File: config.mk
export PLATFORM = sky130hd
export DESIGN_NAME = csd_clock_gen
export DESIGN_NICKNAME = d
export VERILOG_FILES = /design/src/logic/csd_ctrl_pkg.sv /design/src/logic/csd_clk_pkg.sv /design/src/logic/csd_ctrl_regs.sv /design/src/logic/csd_sequencer.sv /design/src/logic/csd_prescaler.sv /design/src/logic/csd_prs_gen.sv /design/src/logic/csd_sense_clocks.sv /design/src/logic/csd_clock_gen.sv
export VERILOG_INCLUDE_DIRS = /design/src /design/src/logic
export SDC_FILE = /design/constraint.sdc
export NUM_CORES = 1
export LEC_CHECK = 0
export BUFFER_PORTS_ARGS = -buffer_cell sky130_fd_sc_hd__buf_2
export CAP_MARGIN = 20
export CORE_ASPECT_RATIO = 1.2
export CORE_MARGIN = 8
export CORE_UTILIZATION = 60
export DETAILED_ROUTE_END_ITERATION = 7
export PLACE_DENSITY = 0.79
export RECOVER_POWER = 25
export SYNTH_ARGS = -nofsm -noshare
export SYNTH_HDL_FRONTEND = slang
export SYNTH_HIERARCHICAL = 1
export SYNTH_SLANG_ARGS = --single-unit
File: constraint.sdc
create_clock -name op_clock -period 1.7 [get_ports op_clock]
set_input_delay 0.17 -clock op_clock [delete_from_list [all_inputs] [get_ports op_clock]]
set_output_delay 0.17 -clock op_clock [all_outputs]
set_load 0.01 [all_outputs]
File: src/logic/csd_cfg.svh
// Touch sense clock generator build configuration for widths, periods and reset values
`ifndef CSD_CFG_SVH
`define CSD_CFG_SVH

// ~~~~~~~~~~~~~~~~~~~~
// Prescaler
// ~~~~~~~~~~~~~~~~~~~~

// Width of the prescaler period, compare and count
`define CSD_PRESC_WIDTH 8

// ~~~~~~~~~~~~~~~~~~~~
// Scan speed counter
// ~~~~~~~~~~~~~~~~~~~~

// Terminal value of the scan down counter so one dpulse comes every 32 cycles
`define CSD_SCAN_PERIOD 31
`define CSD_SCAN_WIDTH 5

// ~~~~~~~~~~~~~~~~~~~~
// Pseudo-random sequence
// ~~~~~~~~~~~~~~~~~~~~

`define CSD_PRS_WIDTH 16
`define CSD_PRS_POLY8 8'hB8
`define CSD_PRS_POLY16 16'hB400

// Register values seen by the host right after reset
`define CSD_PERIOD_RESET 8'h0F
`define CSD_COMPARE_RESET 8'h07

`endif

File: src/logic/csd_ctrl_pkg.sv
// Control package with the host write port, control word and measurement FSM states
`default_nettype none

package csd_ctrl_pkg;

    // Register address of the host write port
    typedef logic [1:0] reg_addr_t;

    // Register map, address 3 is left unused
    localparam reg_addr_t addr_ctrl    = 2'd0;
    localparam reg_addr_t addr_period  = 2'd1;
    localparam reg_addr_t addr_compare = 2'd2;

    // Host write strobe that lands on the edge where en is high
    typedef struct packed {
        logic       en;
        reg_addr_t  addr;
        logic [7:0] data;
    } reg_wr_t;

    // Control register layout with sync_en in bit 0
    typedef struct packed {
        logic [2:0] spare;
        logic       prs_sel;
        logic       ch1_en;
        logic       ch0_en;
        logic       meas_en;
        logic       sync_en;
    } ctrl_word_t;

    // Idle is all zero and every other state owns one bit of the code
    typedef enum logic [2:0] {
        seq_idle      = 3'b000,
        seq_init      = 3'b001,
        seq_wait_meas = 3'b010,
        seq_run       = 3'b100
    } seq_state_t;

endpackage

`default_nettype wire

File: src/logic/csd_clk_pkg.sv
// Clock package with the count and shift register types of the sense clock datapath
`default_nettype none

`include "csd_cfg.svh"

package csd_clk_pkg;

    // ~~~~~~~~~~~~~~~~~~~~
    // Counter types
    // ~~~~~~~~~~~~~~~~~~~~

    // Prescaler period, compare value and running count
    typedef logic [`CSD_PRESC_WIDTH-1:0] presc_count_t;

    // Scan speed down counter
    typedef logic [`CSD_SCAN_WIDTH-1:0] scan_count_t;

    // ~~~~~~~~~~~~~~~~~~~~
    // Sequence types
    // ~~~~~~~~~~~~~~~~~~~~

    // Widest pseudo-random state, a narrower generator uses the low bits only
    typedef logic [`CSD_PRS_WIDTH-1:0] prs_state_t;

endpackage

`default_nettype wire

File: src/logic/csd_ctrl_regs.sv
// Control registers holding the host-written control word, prescaler period and compare
`timescale 1ns/10ps
`default_nettype none

`include "csd_cfg.svh"

module csd_ctrl_regs
    import csd_ctrl_pkg::*;
    import csd_clk_pkg::*;
(
    input  wire               op_clock,
    input  wire               inter_reset,
    input  wire reg_wr_t      reg_wr,
    output ctrl_word_t        ctrl,
    output presc_count_t      period,
    output presc_count_t      compare
);

    // Writes have no back-pressure and always land on the strobe edge
    // The new value shows on the outputs one cycle later
    always_ff @(posedge op_clock or posedge inter_reset)
    begin
        if (inter_reset)
        begin
            ctrl    <= '0;
            period  <= presc_count_t'(`CSD_PERIOD_RESET);
            compare <= presc_count_t'(`CSD_COMPARE_RESET);
        end
        else if (reg_wr.en)
        begin
            case (reg_wr.addr)
                addr_ctrl:    ctrl    <= ctrl_word_t'(reg_wr.data);
                addr_period:  period  <= presc_count_t'(reg_wr.data);
                addr_compare: compare <= presc_count_t'(reg_wr.data);
                // Nothing lives at address 3
                default:      ;
            endcase
        end
    end

    // ~~~~~~~~~~~~~~~~~~~~
    // Checks
    // ~~~~~~~~~~~~~~~~~~~~

    // Software must not aim a write at the hole in the map while a measurement runs
    a_no_hole_write: assert property (
        @(posedge op_clock) disable iff (inter_reset)
        (reg_wr.en && ctrl.sync_en && ctrl.meas_en) |-> (reg_wr.addr != 2'd3)
    );

endmodule

`default_nettype wire

File: src/logic/csd_sequencer.sv
// Measurement sequencer FSM that clears the measurement and gates the channel starts
`timescale 1ns/10ps
`default_nettype none

module csd_sequencer
    import csd_ctrl_pkg::*;
(
    input  wire             op_clock,
    input  wire             inter_reset,
    input  wire ctrl_word_t ctrl,
    output logic            block_reset,
    output logic            mesrst,
    output logic            start0,
    output logic            start1
);

    seq_state_t state;
    seq_state_t next_state;

    // ~~~~~~~~~~~~~~~~~~~~
    // State machine
    // ~~~~~~~~~~~~~~~~~~~~

    always_ff @(posedge op_clock or posedge inter_reset)
    begin
        if (inter_reset)
        begin
            state <= seq_idle;
        end
        else
        begin
            state <= next_state;
        end
    end

    // Idle waits for sync, init is a single cycle, then the FSM waits for the measurement enable
    always_comb
    begin
        next_state = state;
        case (state)
            seq_idle:
            begin
                if (ctrl.sync_en)
                begin
                    next_state = seq_init;
                end
            end
            seq_init:
            begin
                next_state = seq_wait_meas;
            end
            seq_wait_meas:
            begin
                if (ctrl.meas_en)
                begin
                    next_state = seq_run;
                end
            end
            seq_run:
            begin
                // Dropping sync ends the measurement
                if (!ctrl.sync_en)
                begin
                    next_state = seq_idle;
                end
            end
            default:
            begin
                next_state = seq_idle;
            end
        endcase
    end

    // ~~~~~~~~~~~~~~~~~~~~
    // Output decode
    // ~~~~~~~~~~~~~~~~~~~~

    // Each output reads one bit of the registered state so there is no added delay
    assign block_reset = (state == seq_init);
    assign mesrst      = (state == seq_wait_meas);
    assign start0      = (state == seq_run) && ctrl.ch0_en;
    assign start1      = (state == seq_run) && ctrl.ch1_en;

    // A channel may only start while the measurement runs
    a_start_in_run: assert property (
        @(posedge op_clock) disable iff (inter_reset)
        (start0 || start1) |-> (state == seq_run)
    );

    // The datapath reset pulse is exactly one cycle wide
    a_block_reset_pulse: assert property (
        @(posedge op_clock) disable iff (inter_reset)
        block_reset |=> !block_reset
    );

endmodule

`default_nettype wire

File: src/logic/csd_prescaler.sv
// Prescaler with a reloading down counter that forms the precharge wave and its step strobe
`timescale 1ns/10ps
`default_nettype none

module csd_prescaler
    import csd_clk_pkg::*;
(
    input  wire               op_clock,
    input  wire               inter_reset,
    input  wire               enable,
    input  wire               block_reset,
    input  wire presc_count_t period,
    input  wire presc_count_t compare,
    output logic              presc_wave,
    output logic              step
);

    presc_count_t count;
    // Previous wave level for the rising edge detect
    logic         wave_dly;

    // ~~~~~~~~~~~~~~~~~~~~
    // Counter and wave
    // ~~~~~~~~~~~~~~~~~~~~

    // One wave cycle spans period+1 enabled cycles and is high for compare+1 of them
    // The block reset also clears the wave pipeline so the first step has fixed timing
    always_ff @(posedge op_clock or posedge inter_reset)
    begin
        if (inter_reset)
        begin
            count      <= '0;
            presc_wave <= 1'b0;
            wave_dly   <= 1'b0;
            step       <= 1'b0;
        end
        else if (block_reset)
        begin
            count      <= period;
            presc_wave <= 1'b0;
            wave_dly   <= 1'b0;
            step       <= 1'b0;
        end
        else if (enable)
        begin
            if (count == '0)
            begin
                count <= period;
            end
            else
            begin
                count <= count - 1'b1;
            end
            presc_wave <= (count <= compare);
            wave_dly   <= presc_wave;
            // Step lands one cycle after the wave rises
            step       <= presc_wave && !wave_dly;
        end
        else
        begin
            step <= 1'b0;
        end
    end

    // Step is a strobe and never repeats on the next cycle
    a_step_single: assert property (
        @(posedge op_clock) disable iff (inter_reset)
        step |=> !step
    );

endmodule

`default_nettype wire

File: src/logic/csd_prs_gen.sv
// Pseudo-random generator built as a Galois shift register stepped by the prescaler
`timescale 1ns/10ps
`default_nettype none

`include "csd_cfg.svh"

module csd_prs_gen
    import csd_clk_pkg::*;
#(
    parameter int WIDTH = `CSD_PRS_WIDTH
)
(
    input  wire  op_clock,
    input  wire  inter_reset,
    input  wire  enable,
    input  wire  block_reset,
    input  wire  step,
    output logic prs_bit
);

    // Only the low WIDTH bits of the state take part in the sequence
    localparam prs_state_t prs_mask = prs_state_t'((1 << WIDTH) - 1);
    localparam prs_state_t prs_poly = (WIDTH == 8) ? prs_state_t'(`CSD_PRS_POLY8)
                                                   : prs_state_t'(`CSD_PRS_POLY16);

    prs_state_t state;
    prs_state_t shifted;
    logic       msb;

    // Only the two supported widths have a polynomial
    if ((WIDTH != 8) && (WIDTH != 16))
    begin : g_width_check
        $error("csd_prs_gen supports WIDTH of 8 or 16 only");
    end

    // ~~~~~~~~~~~~~~~~~~~~
    // Shift register
    // ~~~~~~~~~~~~~~~~~~~~

    assign msb     = state[WIDTH-1];
    assign shifted = (state << 1) & prs_mask;

    // The seed is all ones in the active width
    // A set outgoing MSB folds the polynomial back into the shifted state
    always_ff @(posedge op_clock or posedge inter_reset)
    begin
        if (inter_reset)
        begin
            state <= prs_mask;
        end
        else if (block_reset)
        begin
            state <= prs_mask;
        end
        else if (enable && step)
        begin
            if (msb)
            begin
                state <= shifted ^ prs_poly;
            end
            else
            begin
                state <= shifted;
            end
        end
    end

    assign prs_bit = msb;

    // A zero state would lock the sequence for good
    a_state_nonzero: assert property (
        @(posedge op_clock) disable iff (inter_reset)
        state != '0
    );

endmodule

`default_nettype wire

File: src/logic/csd_sense_clocks.sv
// Output stage with the scan speed counter, precharge source select and shield polarity
`timescale 1ns/10ps
`default_nettype none

`include "csd_cfg.svh"

module csd_sense_clocks
    import csd_ctrl_pkg::*;
    import csd_clk_pkg::*;
#(
    parameter bit SHIELD_INVERT = 1'b0
)
(
    input  wire             op_clock,
    input  wire             inter_reset,
    input  wire             enable,
    input  wire             block_reset,
    input  wire ctrl_word_t ctrl,
    input  wire             presc_wave,
    input  wire             prs_bit,
    output logic            dpulse,
    output logic            ppulse,
    output logic            shield
);

    localparam scan_count_t scan_reload = scan_count_t'(`CSD_SCAN_PERIOD);

    scan_count_t scan_count;

    // ~~~~~~~~~~~~~~~~~~~~
    // Scan speed counter
    // ~~~~~~~~~~~~~~~~~~~~

    // Counts down from 31 and reloads at zero for a 32 cycle scan period
    always_ff @(posedge op_clock or posedge inter_reset)
    begin
        if (inter_reset)
        begin
            scan_count <= scan_reload;
        end
        else if (block_reset)
        begin
            scan_count <= scan_reload;
        end
        else if (enable)
        begin
            if (scan_count == '0)
            begin
                scan_count <= scan_reload;
            end
            else
            begin
                scan_count <= scan_count - 1'b1;
            end
        end
    end

    // A held zero count gives no pulse while counting is stopped
    assign dpulse = enable && (scan_count == '0);

    // Precharge comes from the sequence bit or straight from the prescaler wave
    assign ppulse = ctrl.prs_sel ? prs_bit : presc_wave;

    // The shield follows the precharge clock, inverted for a sinking IDAC
    assign shield = ppulse ^ SHIELD_INVERT;

endmodule

`default_nettype wire

File: src/logic/csd_clock_gen.sv
// Touch sense clock generator top that connects registers, sequencer and clock datapath
`timescale 1ns/10ps
`default_nettype none

`include "csd_cfg.svh"

module csd_clock_gen
    import csd_ctrl_pkg::*;
    import csd_clk_pkg::*;
#(
    parameter int PRS_WIDTH     = `CSD_PRS_WIDTH,
    parameter bit SHIELD_INVERT = 1'b0
)
(
    input  wire          op_clock,
    input  wire          inter_reset,
    input  wire          enable,
    input  wire reg_wr_t reg_wr,
    output wire          dpulse,
    output wire          ppulse,
    output wire          start0,
    output wire          start1,
    output wire          mesrst,
    output wire          shield
);

    // Host registers
    ctrl_word_t   ctrl;
    presc_count_t period;
    presc_count_t compare;

    // Datapath restart from the sequencer init state
    logic block_reset;

    // Clock datapath
    logic presc_wave;
    logic step;
    logic prs_bit;

    // ~~~~~~~~~~~~~~~~~~~~
    // Control side
    // ~~~~~~~~~~~~~~~~~~~~

    csd_ctrl_regs i_csd_ctrl_regs (
        .op_clock    (op_clock),
        .inter_reset (inter_reset),
        .reg_wr      (reg_wr),
        .ctrl        (ctrl),
        .period      (period),
        .compare     (compare)
    );

    csd_sequencer i_csd_sequencer (
        .op_clock    (op_clock),
        .inter_reset (inter_reset),
        .ctrl        (ctrl),
        .block_reset (block_reset),
        .mesrst      (mesrst),
        .start0      (start0),
        .start1      (start1)
    );

    // ~~~~~~~~~~~~~~~~~~~~
    // Clock side
    // ~~~~~~~~~~~~~~~~~~~~

    csd_prescaler i_csd_prescaler (
        .op_clock    (op_clock),
        .inter_reset (inter_reset),
        .enable      (enable),
        .block_reset (block_reset),
        .period      (period),
        .compare     (compare),
        .presc_wave  (presc_wave),
        .step        (step)
    );

    csd_prs_gen #(
        .WIDTH (PRS_WIDTH)
    ) i_csd_prs_gen (
        .op_clock    (op_clock),
        .inter_reset (inter_reset),
        .enable      (enable),
        .block_reset (block_reset),
        .step        (step),
        .prs_bit     (prs_bit)
    );

    csd_sense_clocks #(
        .SHIELD_INVERT (SHIELD_INVERT)
    ) i_csd_sense_clocks (
        .op_clock    (op_clock),
        .inter_reset (inter_reset),
        .enable      (enable),
        .block_reset (block_reset),
        .ctrl        (ctrl),
        .presc_wave  (presc_wave),
        .prs_bit     (prs_bit),
        .dpulse      (dpulse),
        .ppulse      (ppulse),
        .shield      (shield)
    );

endmodule

`default_nettype wire

# Yosys cells after proc, flatten, opt, wreduce, memory -nomap -nowiden

Index checks and enable logic that the tools add are counted.

$add $sub $neg: 2
$mul: 0
Divide/modulo/power cells: 0
$lt $le $gt $ge: 1
Eq/ne operators: 8
Shifts and indexed selects: 0
Mux-type cells: 20
Bitwise gates (word level): 1
Reduce and logical (&&, ||, !) cells: 16

Operators by type and width:

| operator            | number |
|---|---|
| $mux 16             | 3 |
| $mux 8              | 3 |
| $mux 5              | 3 |
| $pmux 3 s4          | 1 |
| $mux 3              | 3 |
| $le 8x8->1          | 1 |
| $logic_not 8->1     | 1 |
| $sub 8x1->8 const B | 1 |
| $mux 1              | 7 |
| $reduce_and 2->1    | 3 |
| $logic_and 1x1->1   | 5 |
| $logic_not 5->1     | 1 |
| $sub 5x1->5 const B | 1 |
| $ne 2x2->1 const B  | 2 |
| $not 4->4           | 1 |
| $reduce_bool 2->1   | 2 |
| $eq 3x1->1 const B  | 1 |
| $eq 3x2->1 const B  | 1 |
| $eq 3x3->1 const B  | 1 |
| $logic_not 3->1     | 1 |
| $reduce_and 3->1    | 1 |
| $eq 2x1->1 const B  | 1 |
| $eq 2x2->1 const B  | 1 |
| $logic_not 2->1     | 1 |
| other kinds (2)     | 2 |

Bits in registers: 56
Bits in latches: 0
Bits in writable memories: 0
Bits in read-only memories: 0
Input port bits: 14
Output and inout port bits: 6
Logic and storage cells: 62
Memories kept: 0

# Depth between registers and ports, before layout

Gate-level depths: netlist (run 1).

Depth after elaboration: 4
Gate-level depth with buffers: 6
Depth with buffers taken out: 6

# Cells and area by module

The synthesis (run 1) kept the hierarchy.

By module, submodules not included:

| module           | instances | cells an instance | area an instance (um^2) | seq. area each (um^2) |
|---|---|---|---|---|
| csd_ctrl_regs    | 1         | 52                | 924.6                   | 609.3 |
| csd_prescaler    | 1         | 96                | 884.6                   | 275.3 |
| csd_prs_gen      | 1         | 60                | 729.4                   | 420.4 |
| csd_sense_clocks | 1         | 25                | 282.8                   | 131.4 |
| csd_sequencer    | 1         | 15                | 160.2                   | 75.1 |

# Worst setup path after synthesis (run 1)

OpenSTA, ideal clock, no wires.

Path type: register -> register
From: register i_csd_sequencer.state[2]
To: register i_csd_prs_gen.state[10]
Data arrival time: 1.430 ns
Data required time: 1.618 ns
Slack: 0.188 ns
Cell stages (with the launch flop): 5
Buffers on the path: 1
Clock period less this slack: 1.512 ns
Cell sequence: dfrtp_1 > nor3b_2 > buf_2 > and3b_1 > a22oi_1

Cells in the longest elaborated chain, start to end: 2

Ends and longest elaborated chain:

| item                                         | line                | RTL |
|---|---|---|
| from (decl)                                  | csd_sequencer.sv:17 | `seq_state_t state;` |
| from (signal assigned)                       | csd_sequencer.sv:28 | `state <= seq_idle;` |
| from (signal assigned)                       | csd_sequencer.sv:32 | `state <= next_state;` |
| $eq 3x1->1 (*)                               | csd_sequencer.sv:79 | `assign block_reset = (state == seq_init);` |
| via block_reset                              | csd_clock_gen.sv:33 | `logic block_reset;` |
| $mux 16 or $reduce_bool 2->1 (tied branches) | n/a                 |  |
| to (signal assigned)                         | csd_prs_gen.sv:49   | `state <= prs_mask;` |
| to (signal assigned)                         | csd_prs_gen.sv:53   | `state <= prs_mask;` |
| to (signal assigned)                         | csd_prs_gen.sv:59   | `state <= shifted ^ prs_poly;` |
| to (decl)                                    | csd_prs_gen.sv:26   | `prs_state_t state;` |

Mark *: on every way through the listed nets, which the timed path passes. The rest lies on a longest branch.
A chain may end at the register's enable or synchronous reset.

# Final worst setup path (run 1)

From: register i_csd_ctrl_regs.compare[1]
To: register i_csd_prescaler.presc_wave

Cells in the longest elaborated chain, start to end: 3

Ends and longest elaborated chain:

| item                   | line                | RTL |
|---|---|---|
| from (decl)            | csd_ctrl_regs.sv:16 | `output presc_count_t compare` |
| from (signal assigned) | csd_ctrl_regs.sv:27 | `` compare <= presc_count_t'(`CSD_COMPARE_RESET); `` |
| from (signal assigned) | csd_ctrl_regs.sv:34 | `addr_compare: compare <= presc_count_t'(reg_wr.data);` |
| $le 8x8->1             | csd_prescaler.sv:54 | `presc_wave <= (count <= compare);` |
| $mux 1                 | csd_prescaler.sv:44 | `else if (enable)` |
| $mux 1                 | csd_prescaler.sv:37 | `else if (block_reset)` |
| to (signal assigned)   | csd_prescaler.sv:54 |  |
| to (decl)              | csd_prescaler.sv:14 | `output logic presc_wave,` |

Every way passes these cells. The select of a mux whose other input is x is not followed.

==> results.md, run 1 <==
- Status: finished clean
- Number of global-route vias before repair: 1,980
- Post-DP HPWL: 3.83 mm
- Antenna violations before repair: 0
- Core area: 0.00459 mm²
- Die footprint: 0.00727 mm²
- Hold Startpoint: reg_wr[5]
- Final Power: 4.82 mW
- Leak: 1.40 nW
- IO Port Bufs: 19
- Tmin final: 1.64 ns
- Highest Clock Rate: 610 MHz
- Comb power frac: 0.371
- Avg Cell Area, Syn: 11.9 µm²
- Max cap viols: 0
- Antenna-violating nets left: 0
- Setup bufs post-CTS: 0
- Root buffer cell: clkbuf_8
- Die Y: 91.8 µm
- CTS Buf Count: 5
- Final setup fails: 0
- Worst-Skew Late Latency: 0.30 ns
- Initial Util: 0.625
- Drt wl/cell: 16.3 µm
- Actual slew at the worst max-slew pin: 0.578 ns
- DR vias/cell: 5.94
- Share of post-route cells with drive strength above 1: 0.360
- Die width: 79.2 µm
- Cell area power density: 1550 mW/mm²
- Vias: 1,913
- Placed Cells: 313
- Sink Count: 56
- Clock Pin Slew Worst Setup and Hold Paths: 0.09 ns
- Clock skew: 0.00832 ns
- First-pass GRT wire length: 9.25 mm
- CTS tree: done
- Post-Synthesis Cell Area: 0.00287 mm²
- RSZ-0062 raised after global routing: yes
- GRT Util Overall: 0.157
- Global placement routability congestion: 0.880
- Area Growth Syn to Fin: 8.58%
- Sequential power share: 0.488
- Total global routing overflow: 0
- WS Path Type: reg -> reg
- Ant diodes: 0
- Final nets: 288
- CP Launch Type: flip-flop
- Slew margin rel.: 0.615
- DRT iter0 DRCs: 81
- I/O Pins: 20
- VDD IR-drop max: 0.889 mV
- Synth Warn #: 6
- Internal power: 3.10 mW
- Sw Ratio: 0.356
- Req. time, crit path: 1.92 ns
- Drt pass-1 iters: 4
- CP max FO: 2
- Data arrival, critical path: 1.86 ns
- Hold Slack: 0.103 ns
- Row cnt: 27
- Final worst slack: 0.0614 ns
- Detailed Route WL: 5.26 mm
- Max-slew violations: 0
- Clk pwr share: 0.141
- Final period util: 0.964
- Worst hold path type: in -> reg
- Crit end category: flip-flop
- Worst Setup SP: i_csd_ctrl_regs/compare[1]$_DFFE_PP1P_
- CTS Buffer Depth: 2
- Layout Cells excl Fill: 322
- Post-placement worst setup slack: 0.0748 ns
- Synth Net Count: 267
- Pin count of the biggest net entering global routing: 29
- DRC Markers: 0
- Synth Instances: 242
- RR Startpoint: i_csd_ctrl_regs/compare[1]$_DFFE_PP1P_
- Hold Vio Cnt, Final: 0
- H-tree depth: 2
- Sw Pwr: 1.72 mW
[critical path: stages, from the launching register on]
cell and delay [ns]:
dfstp_2 0.54, inv_1 0.04, ha_1 0.30, nor2b_1 0.14
o211ai_1 0.22, nand4_1 0.14, a211oi_2 0.19
[through the flow]
| step | instance area, µm² | setup TNS (ns) | util |
|---|---|---|---|
| floorplan | 2870 | 0 | - |
| global placement | 3020 | 0 | 0.657 |
| detailed placement | 3020 | 0 | 0.657 |
| CTS | 3110 | 0 | 0.677 |
| global route | 3120 | -0.0107 | 0.679 |
| finish | 3120 | 0 | 0.679 |
[area by class of cell]
class                           count  area (µm²)
Clock buffer                        7        76.3
Clock inverter                      1        5.00
Fill cell                         375        1480
Inverter                           20        75.1
Multi-Input combinational cell    156        1330
Sequential cell                    56        1440
Tap cell                           58        72.6
Timing Repair Buffer               24         129
[routing by layer]
layer,vias to the layer above,share of wire,global-route usage
li1,925,-,-
met1,944,0.44,0.194
met2,31,0.50,0.257
met3,13,0.031,0.0381
met4,0,0.026,0.0588
met5,-,0,0
[sequential cells by signal (all words and copies together) (netlist names)]
| signal | count |
|---|---|
| i_csd_prescaler/wave_dly | 1 |
| i_csd_prescaler/step | 1 |
| i_csd_prescaler/count | 8 |
| i_csd_prescaler/presc_wave | 1 |
| i_csd_ctrl_regs/period | 8 |
| i_csd_ctrl_regs/ctrl | 5 |
| i_csd_sense_clocks/scan_count | 5 |
| i_csd_prs_gen/state | 16 |
| i_csd_sequencer/state | 3 |
| i_csd_ctrl_regs/compare | 8 |
[worst paths after layout]
kind / end / slack (ns) / depth (start not counted)
hold reg to reg: i_csd_prescaler/step$_DFF_PP0_ / 0.43 / 1
setup reg to reg: i_csd_prescaler/presc_wave$_DFFE_PP0P_ / 0.06 / 6
min in group asynchronous: i_csd_sequencer/state[2]$_DFFE_PP0P_ / 0.32 / 3
max in group asynchronous: i_csd_ctrl_regs/period[3]$_DFFE_PP1P_ / 0.75 / 4
hold / removal: i_csd_ctrl_regs/period[5]$_DFFE_PP0P_ / 0.10 / 2
setup / recovery: i_csd_prescaler/presc_wave$_DFFE_PP0P_ / 0.06 / 6
[timing repair]
action | in CTS | in global routing
hold buffers | 1 | 0
endpoints found under the setup margin | 0 | 9
hold endpoints to repair | 28 | 0
resized for setup | 0 | 5
[power groups by stage]
stage | Combinational, mW | Sequential [mW] | Clock (mW)
floorplan | 1.45 | 2.22 | 0
CTS | 1.77 | 2.35 | 0.717
detailed placement | 1.75 | 2.37 | 0
global route | 2.00 | 2.44 | 0.757
global placement | 1.70 | 2.35 | 0
finish | 1.79 | 2.35 | 0.679
[layout by cell type (no fill, tap or decap), types with 3 or more instances in the layout]
master	instances
and3_1	12
o21ai_1	6
nand3_1	4
a21o_1	3
nand3b_1	5
o211ai_1	3
a22oi_1	5
buf_2	16
dfrtp_1	28
buf_4	3
dfstp_2	28
mux2_2	22
nor2_1	9
ha_1	11
clkbuf_1	5
nand4_1	5
xor2_1	3
xnor2_1	3
a211o_1	12
nand2b_1	3
inv_1	18
or3_1	3
nor3_1	3
clkbuf_8	5
No activity file was read; power rests on OpenSTA's default activity.
==> inputs of run 2 (changes only) <==
--- a/config.mk
+++ b/config.mk
@@ -14,6 +14,7 @@
 export DETAILED_ROUTE_END_ITERATION = 7
 export PLACE_DENSITY = 0.79
 export RECOVER_POWER = 25
+export REMOVE_ABC_BUFFERS = 1
 export SYNTH_ARGS = -nofsm -noshare
 export SYNTH_HDL_FRONTEND = slang
 export SYNTH_HIERARCHICAL = 1
==> run 2 against run 1 <==
Net effect: critical path depth decreased by 1; first-iteration DRC count decreased by 20%; non-clock buffer count increased by 2; critical endpoint is now dpulse; clock power increased by 8.8%; setup slack improved by 0.047 ns; die area unchanged; worst hold slack improved by 0.00060 ns; highest routed layer unchanged; total power increased by 2.9%.
==> results.md, run 2 (synthesis results as in run 1) <==
- R2R setup slack: 0.11 ns
- Detailed Route WL: 5.48 mm
- Top Metal Used: met4
- Root buffer cell: clkbuf_8
- Sw Ratio: 0.357
- Final Power: 4.96 mW
- DR vias/cell: 6.02
- Leak: 1.44 nW
- CP max FO: 4
- VDD IR-drop max: 0.930 mV
- Slew margin rel.: 0.610
- RR Startpoint: i_csd_ctrl_regs/compare[1]$_DFFE_PP1P_
- H-tree depth: 2
- Fin util: 0.690
- Placed Cells: 315
- Worst hold path type: in -> reg
- CP max stage delay: 0.57 ns
- Post-DP HPWL: 4.00 mm
- Hold Vio Cnt, Final: 0
- Internal power: 3.19 mW
- First-pass GRT wire length: 9.27 mm
- Biggest register: i_csd_prs_gen/state
- Sw Pwr: 1.77 mW
- Final nets: 290
- Drt pass-1 iters: 4
- Area of the multi-input gates: 0.00133 mm²
- Slowest-stage cell, CP: dfstp_2
- Max-slew violations: 0
- Comb power frac: 0.374
- Final setup fails: 0
- Layout Cells excl Fill: 324
- Pin count of the biggest net entering global routing: 22
- Crit-path leading delay family: flip-flops
- Number of global-route vias before repair: 1,941
- Die width: 79.2 µm
- Sequential power share: 0.477
- Antenna-violating nets left: 0
- CTS Buf Count: 5
- Vias: 1,950
- Sink Count: 56
- Metal3 WL: 147 µm
- Hold Startpoint: reg_wr[6]
- Highest Clock Rate: 628 MHz
- Die Y: 91.8 µm
- Clock Pin Slew Worst Setup and Hold Paths: 0.10 ns
- WS Path Type: reg -> out
- Clock skew: 0.00917 ns
- Worst-Skew Late Latency: 0.31 ns
- Drt wl/cell: 16.9 µm
- Max cap viols: 0
- Post-placement worst setup slack: 0.0891 ns
- Final period util: 0.936
- GRT Util Overall: 0.157
- DRT iter0 DRCs: 65
- Clk pwr share: 0.149
- IO Port Bufs: 19
- Row cnt: 27
- Status: finished clean
- Cell area power density: 1570 mW/mm²
- Core area: 0.00459 mm²
- Global placement routability congestion: 0.870
- Metal2 WL: 2.75 mm
- Req. time, crit path: 1.53 ns
- CTS tree: done
- Share of post-route cells with drive strength above 1: 0.380
- Initial Util: 0.625
- Antenna violations before repair: 0
- Crit end category: primary output
- Tmin final: 1.59 ns
- Data arrival, critical path: 1.42 ns
- DRC Markers: 0
- Design Area, Final: 0.00317 mm²
- CP Launch Type: flip-flop
- I/O Pins: 20
- Sequential cell area: 0.00144 mm²
- Ant diodes: 0
- Worst Setup SP: i_csd_sense_clocks/scan_count[0]$_DFFE_PP1P_
- CTS Buffer Depth: 2
- Area post-placement: 0.00305 mm²
- Actual slew at the worst max-slew pin: 0.585 ns
- Die footprint: 0.00727 mm²
- Final worst slack: 0.108 ns
- Largest register FFs: 16
- Filler cell count: 365
- WL met1: 2.49 mm
- Most frequent cells in the layout: dfstp_2 (28), dfrtp_1 (28), mux2_2 (22), inv_1 (19), buf_2 (17)
- Crit-path cells: inv_1 > ha_1 > nand2_2 > nor4_4 > buf_2
- Area Growth Syn to Fin: 10.3%
- Buf+Inv Stages, Crit Path: 2
- Total global routing overflow: 0
[run 2: cell type report]
| class | instances | share of cell area |
|---|---|---|
| inverter | 20 | 0.0237 |
| clock buffer | 6 | 0.0261 |
| multi-input combinational | 156 | 0.421 |
| sequential | 56 | 0.453 |
| timing repair buffer | 26 | 0.0498 |
| tap | 58 | 0.0229 |
| clock inverter | 2 | 0.00316 |
[run 2: repair_timing]
item                                   4_1_cts  5_1_grt
hold buffers                                 1        0
setup endpoints to repair                    0        5
setup buffers                                0        0
endpoints found under the hold margin       33        0
resized for setup                            0        5
[run 2: power by group through the flow]
stage	clock network, mW	registers [mW]	logic (mW)
2_1_floorplan	0	2.24	1.36
3_3_place_gp	0	2.34	1.75
3_5_place_dp	0	2.37	1.81
4_1_cts	0.763	2.35	1.83
5_1_grt	0.808	2.43	2.07
6_report	0.739	2.37	1.85
[run 2: worst register-to-register path, delay by kind of cell, from the launching register on]
kind	cells	cell delay, ns
flip-flops	1	0.54
AND/OR/NAND/NOR	2	0.26
buffers and inverters	1	0.05
adder cells (fa/ha/maj)	1	0.30
AO/OA/AOI/OAI	2	0.36
[run 2: stage by stage]
stage | hold WS, ns | TNS, ns
4_1_cts | 0.0951 | 0
3_3_place_gp | 0.0828 | 0
5_1_grt | 0.101 | -0.00385
3_5_place_dp | 0.0848 | 0
6_report | 0.103 | 0
2_1_floorplan | -0.0764 | -5.72
[run 2: path summary, 6_finish.rpt]
check,end,depth (start not counted)
worst max-delay path,dpulse,5
worst min-delay path,i_csd_ctrl_regs/period[6]$_DFFE_PP0P_,2
worst max register to register,i_csd_prescaler/presc_wave$_DFFE_PP0P_,6
worst min register to register,i_csd_prescaler/step$_DFF_PP0_,1
max in group asynchronous,i_csd_ctrl_regs/period[2]$_DFFE_PP1P_,4
min in group asynchronous,i_csd_sequencer/state[1]$_DFFE_PP0P_,3
[run 2: metal layers]
layer / GRT usage / vias up
li1: - / 927
met1: 0.195 / 978
met2: 0.256 / 33
met3: 0.0352 / 12
met4: 0.0604 / 0
met5: 0 / -
